--- config.mk ---
export PLATFORM = sky130hd
export DESIGN_NAME = arcade_shell_top
export DESIGN_NICKNAME = d
export VERILOG_FILES = /design/src/hdl/arcade_cfg_pkg.sv /design/src/hdl/arcade_input_pkg.sv /design/src/hdl/user_io_spi.sv /design/src/hdl/arcade_inputs.sv /design/src/hdl/video_scanlines.sv /design/src/hdl/sigma_delta_dac.sv /design/src/hdl/arcade_shell_top.sv
export VERILOG_INCLUDE_DIRS = /design/src /design/src/include
export SDC_FILE = /design/constraint.sdc
export NUM_CORES = 1
export LEC_CHECK = 0
export BUFFER_PORTS_ARGS = -buffer_cell sky130_fd_sc_hd__buf_2
export CORE_ASPECT_RATIO = 1.25
export CORE_UTILIZATION = 45
export DETAILED_ROUTE_END_ITERATION = 12
export PLACE_DENSITY = 0.65
export SETUP_SLACK_MARGIN = 0.02
export SYNTH_ARGS = -nofsm -noshare
export SYNTH_HDL_FRONTEND = slang
export SYNTH_SLANG_ARGS = --single-unit
export TNS_END_PERCENT = 50
--- constraint.sdc ---
create_clock -name clk_sys -period 8.1 [get_ports clk_sys]
set_clock_uncertainty 0.05 [all_clocks]
set_input_delay 0.405 -clock clk_sys [delete_from_list [all_inputs] [get_ports clk_sys]]
set_output_delay 0.405 -clock clk_sys [all_outputs]
set_load 0.01 [all_outputs]
--- src/include/arcade_config.svh ---
// shared constants for RTL and testbench; the colour widths must keep VGA a whole multiple of core
`ifndef ARCADE_CONFIG_SVH
`define ARCADE_CONFIG_SVH

`define KEY_CREDITS    2      // key events the receiver may have in flight
`define DAC_BITS       15     // sigma-delta accumulator width
`define CORE_COLOR_W   2
`define VGA_COLOR_W    6

`define CMD_BUTTONS    8'h01
`define CMD_JOY0       8'h02
`define CMD_KEY        8'h05
`define CMD_STATUS     8'h1e

`define KEY_EXT_PREFIX 8'he0  // ps/2 extended prefix
`define KEY_REL_PREFIX 8'hf0  // ps/2 break prefix

`define KEY_COIN       8'h2e
`define KEY_START1     8'h16
`define KEY_START2     8'h1e
`define KEY_FIRE_A     8'h14
`define KEY_FIRE_B     8'h11
`define KEY_UP         8'h75  // extended
`define KEY_DOWN       8'h72  // extended
`define KEY_LEFT       8'h6b  // extended
`define KEY_RIGHT      8'h74  // extended

`endif

--- src/hdl/arcade_cfg_pkg.sv ---
// status word as the board controller writes it; only bits 0 and 5:2 mean anything to this shell
package arcade_cfg_pkg;

	// one 32-bit word, loaded raw over spi and read by field in the shell
	typedef union packed {
		logic [31:0] raw;
		struct packed {
			logic [25:0] reserved;  // bits 31:6
			logic        blend;     // horizontal blend
			logic [1:0]  scanlines; // 0 off, 1 25%, 2 50%, 3 75%
			logic        rotate;    // sideways cabinet
			logic        spare;     // bit 1
			logic        core_reset;
		} f;
	} status_word_t;

endpackage

--- src/hdl/arcade_input_pkg.sv ---
// joystick byte as sent by the board controller; single player, two fire buttons only
package arcade_input_pkg;

	// raw byte from spi, decoded by field in the input mapper
	typedef union packed {
		logic [7:0] raw;
		struct packed {
			logic [1:0] spare;
			logic       fire_b;
			logic       fire_a;
			logic       up;
			logic       down;
			logic       left;
			logic       right;
		} f;
	} joy_word_t;

endpackage

--- src/hdl/user_io_spi.sv ---
// spi mode 0 msb first with sck below clk_sys/8; write only, no readback; one key byte per frame
`timescale 1ns/1ns
`include "arcade_config.svh"

module user_io_spi
	import arcade_cfg_pkg::*, arcade_input_pkg::*;
(
	input  logic         clk_sys,
	input  logic         rst,
	input  logic         spi_sck,
	input  logic         spi_di,
	input  logic         conf_data0,
	input  logic         key_credit,
	output status_word_t status,
	output logic [1:0]   buttons,
	output logic [1:0]   switches,
	output joy_word_t    joystick_0,
	output logic         key_strobe,
	output logic         key_pressed,
	output logic [8:0]   key_code,
	output logic         core_reset
);

localparam int CW = $clog2(`KEY_CREDITS + 1);

////////////////////////////////////////////////////////////////////////////
// line synchronizers and byte shifter

logic [2:0] sck_sync;   // bit 2 is the previous sample
logic [1:0] di_sync;
logic [1:0] ss_sync;
logic       sck_rise;
logic       ss_active;
logic [2:0] bit_cnt;
logic [6:0] shift_q;
logic [7:0] rx_byte;
logic       byte_done;

always_ff @(posedge clk_sys) begin
	sck_sync <= {sck_sync[1:0], spi_sck};
	di_sync  <= {di_sync[0], spi_di};
	ss_sync  <= {ss_sync[0], conf_data0};
end

assign sck_rise  = sck_sync[1] & ~sck_sync[2];
assign ss_active = ~ss_sync[1];             // select is active low
assign rx_byte   = {shift_q, di_sync[1]};   // di aligned with sck_sync[1]
assign byte_done = ss_active & sck_rise & (bit_cnt == 3'd7);

always_ff @(posedge clk_sys) begin
	if (rst || !ss_active) begin
		bit_cnt <= '0;                      // deselect drops a partial byte
	end else if (sck_rise) begin
		bit_cnt <= bit_cnt + 3'd1;
	end
end

always_ff @(posedge clk_sys) begin
	if (sck_rise) begin
		shift_q <= rx_byte[6:0];
	end
end

////////////////////////////////////////////////////////////////////////////
// command decode

logic [7:0]  cmd;
logic [2:0]  byte_cnt;    // 0 while the command byte shifts in
logic [23:0] status_sh;   // low three status bytes

always_ff @(posedge clk_sys) begin
	if (rst || !ss_active) begin
		byte_cnt <= '0;
	end else if (byte_done && byte_cnt != 3'd7) begin
		byte_cnt <= byte_cnt + 3'd1;        // saturates on long frames
	end
end

always_ff @(posedge clk_sys) begin
	if (byte_done) begin
		if (byte_cnt == 3'd0) begin
			cmd <= rx_byte;
		end else if (cmd == `CMD_STATUS) begin
			case (byte_cnt)
			3'd1: status_sh[7:0]   <= rx_byte;
			3'd2: status_sh[15:8]  <= rx_byte;
			3'd3: status_sh[23:16] <= rx_byte;
			default: ;
			endcase
		end
	end
end

always_ff @(posedge clk_sys) begin
	if (rst) begin
		status     <= '0;
		buttons    <= '0;
		switches   <= '0;
		joystick_0 <= '0;
	end else if (byte_done) begin
		case (cmd)
		`CMD_STATUS: begin
			if (byte_cnt == 3'd4) begin
				status.raw <= {rx_byte, status_sh};   // whole word at once
			end
		end
		`CMD_BUTTONS: begin
			if (byte_cnt == 3'd1) begin
				buttons  <= rx_byte[1:0];
				switches <= rx_byte[3:2];
			end
		end
		`CMD_JOY0: begin
			if (byte_cnt == 3'd1) begin
				joystick_0.raw <= rx_byte;
			end
		end
		default: ;
		endcase
	end
end

always_ff @(posedge clk_sys) begin
	core_reset <= rst | status.f.core_reset | buttons[1];
end

////////////////////////////////////////////////////////////////////////////
// ps/2 prefix folding and credit-limited key events

logic          key_byte;
logic          key_ext;
logic          key_rel;
logic          new_evt;
logic [8:0]    new_code;
logic [CW-1:0] key_credits;
logic          can_issue;
logic          issue_hold;
logic          hold_load;
logic          hold_valid;
logic [8:0]    hold_code;
logic          hold_pressed;

assign key_byte = byte_done & (byte_cnt == 3'd1) & (cmd == `CMD_KEY);
assign new_evt  = key_byte & (rx_byte != `KEY_EXT_PREFIX) & (rx_byte != `KEY_REL_PREFIX);
assign new_code = {key_ext, rx_byte};

// a strobe in flight has not yet been taken off the count
assign can_issue  = key_credits > CW'(key_strobe);
assign issue_hold = hold_valid & can_issue;
assign hold_load  = new_evt & (hold_valid ? can_issue : !can_issue);

always_ff @(posedge clk_sys) begin
	if (rst) begin
		key_ext <= 1'b0;
		key_rel <= 1'b0;
	end else if (key_byte) begin
		if (rx_byte == `KEY_EXT_PREFIX) begin
			key_ext <= 1'b1;
		end else if (rx_byte == `KEY_REL_PREFIX) begin
			key_rel <= 1'b1;
		end else begin
			key_ext <= 1'b0;                // flags end with the code byte
			key_rel <= 1'b0;
		end
	end
end

always_ff @(posedge clk_sys) begin
	if (rst) begin
		key_credits <= CW'(`KEY_CREDITS);
		key_strobe  <= 1'b0;
		hold_valid  <= 1'b0;
	end else begin
		key_credits <= key_credits - CW'(key_strobe) + CW'(key_credit);
		key_strobe  <= can_issue & (hold_valid | new_evt);
		if (issue_hold) begin
			hold_valid <= new_evt;          // refilled by a same-cycle code
		end else if (new_evt && !can_issue) begin
			hold_valid <= 1'b1;             // already full means dropped
		end
	end
end

always_ff @(posedge clk_sys) begin
	if (issue_hold) begin
		key_code    <= hold_code;
		key_pressed <= hold_pressed;
	end else if (new_evt) begin
		key_code    <= new_code;
		key_pressed <= ~key_rel;
	end
	if (hold_load) begin
		hold_code    <= new_code;
		hold_pressed <= ~key_rel;
	end
end

endmodule

--- src/hdl/arcade_inputs.sv ---
// player 1 only; keys are matched on {extended, scan code} and rotation is one fixed quarter turn
`timescale 1ns/1ns
`include "arcade_config.svh"

module arcade_inputs
	import arcade_cfg_pkg::*, arcade_input_pkg::*;
(
	input  logic         clk_sys,
	input  logic         rst,
	input  logic         key_strobe,
	input  logic         key_pressed,
	input  logic [8:0]   key_code,
	input  joy_word_t    joystick_0,
	input  status_word_t status,
	output logic         key_credit,
	output logic         btn_coin,
	output logic [1:0]   btn_start,
	output logic         btn_left,
	output logic         btn_right,
	output logic         btn_up,
	output logic         btn_down,
	output logic         btn_fire,
	output logic         btn_barrier
);

localparam logic [8:0] SC_COIN   = {1'b0, `KEY_COIN};
localparam logic [8:0] SC_START1 = {1'b0, `KEY_START1};
localparam logic [8:0] SC_START2 = {1'b0, `KEY_START2};
localparam logic [8:0] SC_FIRE_A = {1'b0, `KEY_FIRE_A};
localparam logic [8:0] SC_FIRE_B = {1'b0, `KEY_FIRE_B};
localparam logic [8:0] SC_UP     = {1'b1, `KEY_UP};
localparam logic [8:0] SC_DOWN   = {1'b1, `KEY_DOWN};
localparam logic [8:0] SC_LEFT   = {1'b1, `KEY_LEFT};
localparam logic [8:0] SC_RIGHT  = {1'b1, `KEY_RIGHT};

// bit positions in the held-key vector
localparam int K_COIN   = 0;
localparam int K_START1 = 1;
localparam int K_START2 = 2;
localparam int K_FIRE_A = 3;
localparam int K_FIRE_B = 4;
localparam int K_UP     = 5;
localparam int K_DOWN   = 6;
localparam int K_LEFT   = 7;
localparam int K_RIGHT  = 8;

logic [8:0] held;
logic [8:0] held_nxt;   // includes the event of this cycle
logic       in_up;
logic       in_down;
logic       in_left;
logic       in_right;

always_comb begin
	held_nxt = held;
	if (key_strobe) begin
		case (key_code)
		SC_COIN:   held_nxt[K_COIN]   = key_pressed;
		SC_START1: held_nxt[K_START1] = key_pressed;
		SC_START2: held_nxt[K_START2] = key_pressed;
		SC_FIRE_A: held_nxt[K_FIRE_A] = key_pressed;
		SC_FIRE_B: held_nxt[K_FIRE_B] = key_pressed;
		SC_UP:     held_nxt[K_UP]     = key_pressed;
		SC_DOWN:   held_nxt[K_DOWN]   = key_pressed;
		SC_LEFT:   held_nxt[K_LEFT]   = key_pressed;
		SC_RIGHT:  held_nxt[K_RIGHT]  = key_pressed;
		default: ;                      // unmapped keys ignored
		endcase
	end
end

assign in_up    = held_nxt[K_UP]    | joystick_0.f.up;
assign in_down  = held_nxt[K_DOWN]  | joystick_0.f.down;
assign in_left  = held_nxt[K_LEFT]  | joystick_0.f.left;
assign in_right = held_nxt[K_RIGHT] | joystick_0.f.right;

always_ff @(posedge clk_sys) begin
	if (rst) begin
		held        <= '0;
		key_credit  <= 1'b0;
		btn_coin    <= 1'b0;
		btn_start   <= '0;
		btn_up      <= 1'b0;
		btn_down    <= 1'b0;
		btn_left    <= 1'b0;
		btn_right   <= 1'b0;
		btn_fire    <= 1'b0;
		btn_barrier <= 1'b0;
	end else begin
		held       <= held_nxt;
		key_credit <= key_strobe;       // event consumed, hand the credit back
		btn_coin   <= held_nxt[K_COIN];
		btn_start  <= {held_nxt[K_START2], held_nxt[K_START1]};
		// quarter turn for a sideways cabinet
		btn_up     <= status.f.rotate ? in_right : in_up;
		btn_right  <= status.f.rotate ? in_down  : in_right;
		btn_down   <= status.f.rotate ? in_left  : in_down;
		btn_left   <= status.f.rotate ? in_up    : in_left;
		btn_fire    <= held_nxt[K_FIRE_A] | joystick_0.f.fire_a;
		btn_barrier <= held_nxt[K_FIRE_B] | joystick_0.f.fire_b;
	end
end

endmodule

--- src/hdl/video_scanlines.sv ---
// core syncs are active high and leave inverted; no scan doubler, so dimming is on odd core lines
`timescale 1ns/1ns
`include "arcade_config.svh"

module video_scanlines
	import arcade_cfg_pkg::*;
(
	input  logic                    clk_sys,
	input  logic                    rst,
	input  logic [`CORE_COLOR_W-1:0] core_r,
	input  logic [`CORE_COLOR_W-1:0] core_g,
	input  logic [`CORE_COLOR_W-1:0] core_b,
	input  logic                    core_hs,
	input  logic                    core_vs,
	input  logic                    hblank_bg,
	input  logic                    hblank_fg,
	input  logic                    vblank,
	input  status_word_t            status,
	output logic [`VGA_COLOR_W-1:0]  vga_r,
	output logic [`VGA_COLOR_W-1:0]  vga_g,
	output logic [`VGA_COLOR_W-1:0]  vga_b,
	output logic                    vga_hs,
	output logic                    vga_vs
);

localparam int VW  = `VGA_COLOR_W;
localparam int REP = `VGA_COLOR_W / `CORE_COLOR_W;

// optional blend with the previous pixel, then scanline dimming
function automatic logic [VW-1:0] shade(
	input logic [VW-1:0] cur,
	input logic [VW-1:0] prev,
	input logic          mix,
	input logic [1:0]    sl
);
	logic [VW:0]   sum;
	logic [VW-1:0] v;
	sum = {1'b0, cur} + {1'b0, prev};
	v   = mix ? sum[VW:1] : cur;
	case (sl)
	2'd1: v = v - (v >> 2);
	2'd2: v = v - (v >> 1);
	2'd3: v = v - ((v >> 1) + (v >> 2));
	default: ;
	endcase
	return v;
endfunction

////////////////////////////////////////////////////////////////////////////
// stage 1: blanking and colour expansion

logic          blank;
logic [VW-1:0] r1;
logic [VW-1:0] g1;
logic [VW-1:0] b1;
logic [VW-1:0] r0;        // previous stage 1 pixel
logic [VW-1:0] g0;
logic [VW-1:0] b0;
logic          hs1;
logic          vs1;
logic          odd_line;
logic [1:0]    dim_sel;

assign blank   = (hblank_bg & hblank_fg) | vblank;
assign dim_sel = odd_line ? status.f.scanlines : 2'd0;

always_ff @(posedge clk_sys) begin
	r1 <= blank ? '0 : {REP{core_r}};
	g1 <= blank ? '0 : {REP{core_g}};
	b1 <= blank ? '0 : {REP{core_b}};
	r0 <= r1;
	g0 <= g1;
	b0 <= b1;
end

////////////////////////////////////////////////////////////////////////////
// stage 2: blend, dim and output registers

always_ff @(posedge clk_sys) begin
	if (rst) begin
		hs1      <= 1'b1;
		vs1      <= 1'b1;
		odd_line <= 1'b0;
		vga_r    <= '0;
		vga_g    <= '0;
		vga_b    <= '0;
		vga_hs   <= 1'b1;
		vga_vs   <= 1'b1;
	end else begin
		hs1      <= ~core_hs;
		vs1      <= ~core_vs;
		odd_line <= odd_line ^ (core_hs & hs1);   // hs1 high means hs was low
		vga_r    <= shade(r1, r0, status.f.blend, dim_sel);
		vga_g    <= shade(g1, g0, status.f.blend, dim_sel);
		vga_b    <= shade(b1, b0, status.f.blend, dim_sel);
		vga_hs   <= hs1;
		vga_vs   <= vs1;
	end
end

endmodule

--- src/hdl/sigma_delta_dac.sv ---
// first order only, so expect idle tones on quiet input; the output needs an external rc filter
`timescale 1ns/1ns
`include "arcade_config.svh"

module sigma_delta_dac (
	input  logic        clk_sys,
	input  logic        rst,
	input  logic [11:0] audio,
	output logic        audio_out
);

localparam int DW = `DAC_BITS;

logic [DW-1:0] acc;
logic [DW-1:0] sample;
logic [DW:0]   acc_nxt;   // top bit is the carry

assign sample  = {audio, {(DW - 12){1'b0}}};   // sample scaled up to full width
assign acc_nxt = {1'b0, acc} + {1'b0, sample};

always_ff @(posedge clk_sys) begin
	if (rst) begin
		acc       <= '0;
		audio_out <= 1'b0;
	end else begin
		acc       <= acc_nxt[DW-1:0];
		audio_out <= acc_nxt[DW];   // carry density tracks the sample
	end
end

endmodule

--- src/hdl/arcade_shell_top.sv ---
// single clk_sys for everything, no pll, scan doubler or osd; audio_r repeats audio_l
`timescale 1ns/1ns
`include "arcade_config.svh"

module arcade_shell_top
	import arcade_cfg_pkg::*, arcade_input_pkg::*;
(
	input  logic                    clk_sys,
	input  logic                    rst,
	input  logic                    spi_sck,
	input  logic                    spi_di,
	input  logic                    conf_data0,
	input  logic [`CORE_COLOR_W-1:0] core_r,
	input  logic [`CORE_COLOR_W-1:0] core_g,
	input  logic [`CORE_COLOR_W-1:0] core_b,
	input  logic                    core_hs,
	input  logic                    core_vs,
	input  logic                    hblank_bg,
	input  logic                    hblank_fg,
	input  logic                    vblank,
	input  logic [11:0]             audio,
	output logic                    core_reset,
	output logic                    btn_coin,
	output logic [1:0]              btn_start,
	output logic                    btn_left,
	output logic                    btn_right,
	output logic                    btn_up,
	output logic                    btn_down,
	output logic                    btn_fire,
	output logic                    btn_barrier,
	output logic [`VGA_COLOR_W-1:0]  vga_r,
	output logic [`VGA_COLOR_W-1:0]  vga_g,
	output logic [`VGA_COLOR_W-1:0]  vga_b,
	output logic                    vga_hs,
	output logic                    vga_vs,
	output logic                    audio_l,
	output logic                    audio_r
);

status_word_t status;
joy_word_t    joystick_0;
logic         key_strobe;
logic         key_pressed;
logic [8:0]   key_code;
logic         key_credit;   // back from the mapper, one per event

////////////////////////////////////////////////////////////////////////////
// configuration port and controls

user_io_spi spi0 (
	.clk_sys     (clk_sys),
	.rst         (rst),
	.spi_sck     (spi_sck),
	.spi_di      (spi_di),
	.conf_data0  (conf_data0),
	.key_credit  (key_credit),
	.status      (status),
	.buttons     (),            // only button 1 used, inside for core reset
	.switches    (),
	.joystick_0  (joystick_0),
	.key_strobe  (key_strobe),
	.key_pressed (key_pressed),
	.key_code    (key_code),
	.core_reset  (core_reset)
);

arcade_inputs inputs0 (
	.clk_sys     (clk_sys),
	.rst         (rst),
	.key_strobe  (key_strobe),
	.key_pressed (key_pressed),
	.key_code    (key_code),
	.joystick_0  (joystick_0),
	.status      (status),
	.key_credit  (key_credit),
	.btn_coin    (btn_coin),
	.btn_start   (btn_start),
	.btn_left    (btn_left),
	.btn_right   (btn_right),
	.btn_up      (btn_up),
	.btn_down    (btn_down),
	.btn_fire    (btn_fire),
	.btn_barrier (btn_barrier)
);

////////////////////////////////////////////////////////////////////////////
// video and audio paths

video_scanlines video0 (
	.clk_sys   (clk_sys),
	.rst       (rst),
	.core_r    (core_r),
	.core_g    (core_g),
	.core_b    (core_b),
	.core_hs   (core_hs),
	.core_vs   (core_vs),
	.hblank_bg (hblank_bg),
	.hblank_fg (hblank_fg),
	.vblank    (vblank),
	.status    (status),
	.vga_r     (vga_r),
	.vga_g     (vga_g),
	.vga_b     (vga_b),
	.vga_hs    (vga_hs),
	.vga_vs    (vga_vs)
);

sigma_delta_dac dac0 (
	.clk_sys   (clk_sys),
	.rst       (rst),
	.audio     (audio),
	.audio_out (audio_l)
);

assign audio_r = audio_l;   // mono core

endmodule

After elaboration in Yosys (flattened, before gate mapping)
Index checks and enable logic that the tools add are counted.

word-level totals
  output and inout bits = 32
  logic and storage cells = 168
  input port bits = 28
  register bits = 169

cells by class
  $lt $le $gt $ge = 1
  muxes and demuxes = 31
  equal/unequal tests = 25
  bitwise gates (word level) = 30
  add/subtract/negate cells = 20
  reductions and logical operators = 14

operator list
  cell                 number
  $pmux 6 s3           3
  $eq 9x5->1 const B   4
  $eq 9x9->1 const B   4
  $mux 9               3
  $add 6x6->7          3
  $mux 1               21
  $add 5x4->6          3
  $mux 6               3
  $sub 6x4->6          3
  $sub 6x5->6          3
  $sub 6x6->6          3
  $add 15x15->16       1
  $eq 8x8->1 const B   2
  $ne 8x8->1 const B   2
  $and 1x1->1          12
  $or 1x1->1           10
  $eq 9x6->1 const B   1
  $reduce_and 3->1     3
  $eq 8x1->1 const B   1
  $eq 8x2->1 const B   1
  $eq 8x3->1 const B   1
  $eq 8x5->1 const B   1
  $not 1->1            7
  $add 3x1->3 const B  2
  other kinds (18)     24

Longest topological paths before layout
Gate-level depths: netlist of run 1.

  word-level depth = 11
  gate-level depth with buffers = 16
  depth with buffers taken out = 15

By module
Synthesis of run 1 repeated with hierarchy kept, for this count alone.

unflattened totals
  cell total of the unflattened synthesis = 897
  area total of the unflattened synthesis = 9315.2 µm²

modules (own cells, without submodules)
  module            cells an instance  times used  area an instance (µm²)
  user_io_spi       373                1           4514.3
  video_scanlines   357                1           3239.4
  sigma_delta_dac   84                 1           795.8
  arcade_inputs     82                 1           758.2
  arcade_shell_top  1                  1           7.5

Least setup slack after synthesis of run 1
OpenSTA, ideal clock, no wires.

  path type = register to register
  start point = register video0.r1[4]
  end point = register video0.vga_r[3]
  library setup time = 0.142 ns
  slack = 4.848 ns
  data arrival time = 3.060 ns
  data required time = 7.908 ns
  cell stages (with the launch flop) = 13
  cells stage by stage = dfxtp_1 > ha_1 > fa_1 > xor2_1 > mux2_2 > fa_1 > inv_1 > ha_1 > and3b_1 > a311o_1 > a211o_1 > nand3_1 > a221oi_1

between the ends
  longest elaborated chain between the ends = 5
  elaborated cells between the ends (all ways) = 7

RTL lines
  what                      RTL line               RTL
  start: declaration        video_scanlines.sv:53  logic [VW-1:0] r1;
  start signal: assignment  video_scanlines.sv:68  r1 <= blank ? '0 : {REP{core_r}};
  $add 6x6->7               video_scanlines.sv:38  sum = {1'b0, cur} + {1'b0, prev};
  $mux 6 *                  video_scanlines.sv:39  v = mix ? sum[VW:1] : cur;
  $add 5x4->6               video_scanlines.sv:43  2'd3: v = v - ((v >> 1) + (v >> 2));
  $sub 6x6->6               video_scanlines.sv:43
  $pmux 6 s3 *              video_scanlines.sv:40  case (sl)
  end signal: assignment    video_scanlines.sv:93  vga_r <= shade(r1, r0, status.f.blend, dim_sel);
  end: declaration          video_scanlines.sv:19  output logic [`VGA_COLOR_W-1:0] vga_r,

Every way passes the cells marked *; elsewhere a longest branch is shown, timed or not.
A chain may end at the register's enable or synchronous reset.

Final worst setup path of run 1
  start point = register video0.r1[4]
  end point = register video0.vga_r[4]

Same word-level chain as after synthesis.

==> results of run 1 <==
## layout by cell type (no fill, tap or decap), drive strengths merged, types with 4 or more instances in the layout
cell and instances:
nor2b 29, a221oi 8, a21oi 33, nor2 61, or2 6, edfxtp 40, a211oi 13, nor3 21
clkbuf 22, nand2 39, or3 5, a211o 4, clkinv 6, nor4b 7, inv 50, o22ai 10
mux2 17, a21o 21, ha 64, xor2 8, o31a 6, xnor2 18, dfxtp 96, mux2i 26
buf 61, nand3 11, fa 19, o21ai 28, and2 9, o21a 19
## worst min path at each step
| stage | to | cells after the start |
|---|---|---|
| after floorplan | spi0.di_sync[1] | 0 |
| after global placement | spi0.di_sync[1] | 0 |
| after detailed placement | spi0.di_sync[1] | 0 |
| after CTS | spi0.di_sync[0] | 1 |
| after global routing | spi0.ss_sync[0] | 1 |
| final | spi0.di_sync[0] | 1 |
## flip-flops by register name (all words and copies together), names as in the netlist, 3 cells and up
signal and flops:
spi0.status_sh 5, inputs0.held 9, video0.vga_g 6, spi0.key_code 9, video0.vga_b 6, dac0.acc 12
spi0.byte_cnt 3, spi0.joystick_0 6, spi0.shift_q 7, spi0.sck_sync 3, spi0.bit_cnt 3, spi0.hold_code 9
video0.vga_r 6, spi0.status 5, spi0.cmd 8
## power by group through the flow
stage | clock network [W] | registers [W] | logic, W
2_1_floorplan | 0 | 0.000757 | 0.000244
3_3_place_gp | 0 | 0.000758 | 0.000298
3_5_place_dp | 0 | 0.000760 | 0.000312
4_1_cts | 0.000759 | 0.000745 | 0.000314
5_1_grt | 0.000786 | 0.000748 | 0.000355
6_report | 0.000746 | 0.000745 | 0.000315
## worst register-to-register path, stage by stage (launching register included)
cell      delay (ps)
dfxtp_1          330
ha_1             220
fa_1             390
xor2_1           240
mux2_2           350
inv_1            160
mux2i_1          220
ha_1             200
inv_1             50
fa_1             400
a21o_1           170
a21oi_1          170
xnor2_1          130
a21oi_1           90
a221oi_1         300
## cell type report
type | instances | share of cell area (%)
clock buffers | 22 | 5.54
repair buffers | 61 | 3.62
flip-flops and latches | 136 | 36.4
multi-input cells | 526 | 48.1
inverters | 48 | 2.13
well taps | 216 | 3.15
clock inverters | 10 | 1.09
## routing by layer
metal / wire, µm / vias to the layer above
met1: 6940 / 2703
met2: 8110 / 108
met3: 608 / 25
met4: 263 / 0
li1: - / 2752
met5: 0 / -
## synth_stat cells, types with 3 or more instances
library cell	number
ha_1	64
and2_1	8
buf_1	4
a211o_1	4
mux2i_1	26
xor2_1	8
a21o_1	20
fa_1	19
nand3_1	11
inv_2	5
nor3_1	20
nor2b_1	28
a211oi_1	13
o21ai_0	27
a221oi_1	8
inv_1	42
o31ai_1	3
buf_4	3
mux2_2	17
xnor2_1	18
or3_1	5
dfxtp_1	96
nand4b_1	3
a21oi_1	32
o31a_1	6
a31oi_1	3
edfxtp_1	40
clkbuf_1	15
nand3b_1	3
or2_2	6
nor2_1	61
o21a_1	19
nand2_1	39
buf_2	4
nor4b_1	4
o22ai_1	10
## cells by family after synthesis
kind of cell	Yosys count	synth area share [%]
and+or+nand+nor	212	15.3
DFF	136	41.3
xor gates and xnor gates	26	3.01
buffers and inverters	76	4.28
AOI/OAI and AO/OA	162	14.6
adders and majority gates	83	15.6
muxes	43	5.97
## through the flow
step | setup WS [ps] | hold WS [ps] | cells | utilization, % | cell area [µm²]
6_report | 4520 | 25.0 | 1019 | 52.5 | 8580
3_3_place_gp | 4670 | 260 | 987 | 49.0 | 8010
3_5_place_dp | 4540 | 262 | 987 | 49.0 | 8010
5_1_grt | 4260 | 16.0 | 1019 | 52.5 | 8580
4_1_cts | 4510 | 15.3 | 1019 | 52.5 | 8580
2_1_floorplan | 4850 | 260 | 738 | - | 7570
==> impl_metrics.ini, run 1 <==
[logic_synthesis]
syn_nets = 849
synth_area_leaders = dfxtp_1 (25%), edfxtp_1 (16%), ha_1 (11%)
synth_top_area_cell = dfxtp_1
synth-edff-count = 40
ys_types = 70
synthCells = 738
ys_ff_latch = 136
yosys.area.top_type_share_pct = 25.4
netlist_area_um2 = 7570
synth_warnings = 0
synth-async-reset-ratio_pct = 0
avgSynthCellArea_um2 = 10.3
ys_dominant_reg_cell = dfxtp_1
ys_seq_area_share_pct = 41.3

[place]
port_buffers = 59
dpl.hpwl_um = 11600
place_congestion = 0.823

[sta]
rsz0062_at_grt = false
final.setup.tns_ps = 0
final_hold_viol_count = 0
worst_pin_slew_ps = 1000
setup_viol = 0
max-slew-margin-rel_pct = 33.2
timing.final.crit_share_pct = 44.2
drv_slew = 0
max_freq_mhz = 279
period_needed_ps = 3580

[clocking]
postCtsResizedCells = 0
cts.hold.buffers_added = 0
clock-root-buffer = clkbuf_16
clk_pin_slew_ps = 60
clkSinkCount = 136
cts_max_level = 4
numCtsBuffers = 17
cts_tree = done
clockBufferDepth = 2
worstSkewPairLatency_ps = 430
post_cts_buffers = 0

[run_status]
outcome = finished, final reports clean

[pwr]
design_power_total_w = 0.00181
seqPwrFrac_pct = 41.3
p_comb_share_pct = 17.4
clockPowerShare_pct = 41.3
p_switching_w = 0.000483
leakagePower_nw = 3.55
internal_power_w = 0.00132
p_per_area_nw_per_um2 = 210
peakVddDrop_mv = 0.117
p_sw_share_pct = 26.7

[grt]
grt_use_met1_pct = 22.7
gr-max-usage-layer = met2
grt_pass1_wl_um = 26900
antenna_found_initial = 0
met3_usage_pct = 3.65
grtUsageMet2_pct = 34.1
grt_usage_pct = 19.4
grt_max_degree = 66
grt_pass1_vias = 5677
globalRouteOverflowTotal = 0

[layout]
antennaDiodeCount = 0
drive_above_1_share_pct = 16.1
multi_input_area_um2 = 4120
fill_cells = 1465
syn_to_final_growth_pct = 13.3
fin_nets = 901
seqCellArea_um2 = 3120

[worst_setup_path]
critPathTopFamily = adder cells
startpoint = video0.r1[4]
crit_path_end_kind = register
ff2ff_setup_slack_ps = 4520
cp-endpoint = video0.vga_r[4]
critical_path_class = reg -> reg
critPathMaxStageDelay_ps = 400
ff2ff_path_depth = 14
path_buf_inv = 2
crit_chain = ha_1 -> fa_1 -> xor2_1 -> mux2_2 -> inv_1 -> mux2i_1 -> ha_1 -> inv_1 -> fa_1 -> a21o_1 -> a21oi_1 -> xnor2_1 -> a21oi_1 -> a221oi_1
cp.required_ps = 8370
worst_r2r_endpoint = video0.vga_r[4]
path_depth = 14
startpoint_type = register
r2r-start = video0.r1[4]
cp_max_fo = 9
arrival_ps = 3850
crit_slowest_cell = fa_1

[run]
drv_cap = 0

[floorplan]
dieArea_um2 = 17300
die_height_um = 147
fp.dieW_um = 118
initial_utilization_pct = 46.4
coreArea_um2 = 16300
ios = 60
fp-row-count = 52

[drt]
via_count = 5588
wl_um = 15900
postRouteAntennaNets = 0
remaining_drc_errors = 0
drt_iter0_drc = 269
wl_per_cell_um = 15.6
via_per_inst = 5.48
dr.pass1.iters = 4

[min_path]
hold_start = spi_di
hp-class = in -> reg
(Power assumes the default switching activity.)
==> run 2: changes to the inputs <==
Clock period 8.1 ns to 3.7 ns, I/O delays scaled along.
==> run 2 against run 1 <==
Compared with the run above: final cell count is 1.6% higher; highest routed layer unchanged; clock power rose by 140%; combinational power grew 120%; via count grew 0.36%.
==> impl_metrics.ini, run 2 (synthesized netlist as in run 1, its figures left out) <==
[run]
drv_cap = 0

[floorplan]
fp.dieW_um = 118
dieArea_um2 = 17300
fp-row-count = 52
coreArea_um2 = 16300
initial_utilization_pct = 46.4
die_height_um = 147
ios = 60

[worst_setup_path]
crit_chain = ha_1 -> fa_1 -> xor2_2 -> mux2_4 -> fa_1 -> inv_1 -> ha_1 -> and3b_1 -> a311o_1 -> o21ai_0 -> nand3_1 -> a221oi_1
critical_path_class = reg -> reg
arrival_ps = 3770
cp_max_fo = 9
critPathMaxStageDelay_ps = 450
startpoint_type = register
ff2ff_path_depth = 12
crit_slowest_cell = fa_1
crit_path_end_kind = register
cp.required_ps = 3980

[pwr]
leakagePower_nw = 3.65
p_per_area_nw_per_um2 = 468
design_power_total_w = 0.00412
peakVddDrop_mv = 0.306

[drt]
wl_um = 15900
wl_per_cell_um = 15.3
via_count = 5608
via_per_inst = 5.42
remaining_drc_errors = 0
postRouteAntennaNets = 0
drt_iter0_drc = 380
dr.pass1.iters = 5

[layout]
layout_commonest_cell = dfxtp_1
regMostFlops = dac0.acc
drive_above_1_share_pct = 16.5
design_area_um2 = 8800
utilization_pct = 53.9
final_cells = 1035
syn_to_final_growth_pct = 16.3
fin_nets = 916
final_cell_mix = dfxtp_1 (96), ha_1 (64), nor2_1 (61)
largest_reg_flops = 12

[min_path]
min_path_cells = 3
hp-class = in -> reg

[clocking]
clk_pin_slew_ps = 60
cts_max_level = 4
worstSkewPairLatency_ps = 420
clkSinkCount = 136
post_cts_buffers = 0
clockBufferDepth = 2
cts_tree = done
clock-root-buffer = clkbuf_16
numCtsBuffers = 17

[place]
dpl.hpwl_um = 11500
port_buffers = 59
place_inst = 991
dpl_cell_area_um2 = 8040
place_congestion = 0.833

[grt]
grt_max_degree = 65
grt_pass1_vias = 5776
globalRouteOverflowTotal = 0
antenna_found_initial = 1
grt_pass1_wl_um = 26900
grt_usage_pct = 19.4

[sta]
period_needed_ps = 3490
setup_viol = 0
max-slew-margin-rel_pct = 41.7
final.setup.tns_ps = 0
worst_pin_slew_ps = 872
rsz0062_at_grt = false
timing.final.crit_share_pct = 94.3
drv_slew = 0
max_freq_mhz = 287
final_hold_viol_count = 0

[run_status]
outcome = finished, final reports clean
## run 2: cell types whose count changed in the layout (fill, tap and decap cells not counted), moves of 2 or more
cell,change
clkbuf_8,+2
dlygate4sd3_1,+11
clkinv_2,-3
buf_4,+4
## run 2: final timing paths
| path | from | slack [ps] | endpoint |
|---|---|---|---|
| setup / recovery | video0.r1[4] | 210 | video0.vga_r[3] |
| hold / removal | audio[0] | 40 | dac0.acc[3] |
| setup reg to reg | video0.r1[4] | 210 | video0.vga_r[3] |
| hold reg to reg | spi0.di_sync[0] | 280 | spi0.di_sync[1] |
## run 2: critical path: cells and delay by family, from the launching register on
kind            cells  cell delay, ps
xor+xnor            1             210
buf+inv             1              80
simple gates        2             270
compound gates      3             830
fa+ha+maj           4            1290
mux                 1             340
flops               1             320
## run 2: layout make-up
type                    count  area [µm²]
flip-flops and latches    136        3120
multi-input cells         526        4140
well taps                 216         270
repair buffers             76         450
fillers                  1435        7530
clock buffers              25         528
diodes                      1        2.50
inverters                  48         183
clock inverters             7         101
## run 2: report_power, final
| part | total (W) | internal [W] | switching, W |
|---|---|---|---|
| clock network | 0.00179 | 0.00114 | 0.000653 |
| logic | 0.000700 | 0.000326 | 0.000375 |
| registers | 0.00163 | 0.00160 | 0.0000322 |
## run 2: through the flow
step	hold slack, ps	worst slack, ps
6_report	41.8	211
5_1_grt	82.4	23.7
4_1_cts	36.3	97.6
3_5_place_dp	239	137
3_3_place_gp	238	295
2_1_floorplan	163	448
## run 2: what timing repair did
action | 4_1_cts | 5_1_grt
hold endpoints to repair | 11 | 0
gates resized for setup | 0 | 4
hold buffers | 11 | 0
endpoints found under the setup margin | 0 | 4
## run 2: metal layers
layer  GRT usage, %  part of all wire (%)  vias to the layer above
li1               -                     -                     2784
met1           21.9                    44                     2691
met2           35.1                    51                      103
met3           4.35                   3.3                       30
met4           7.95                   2.0                        0
met5              0                     0                        -
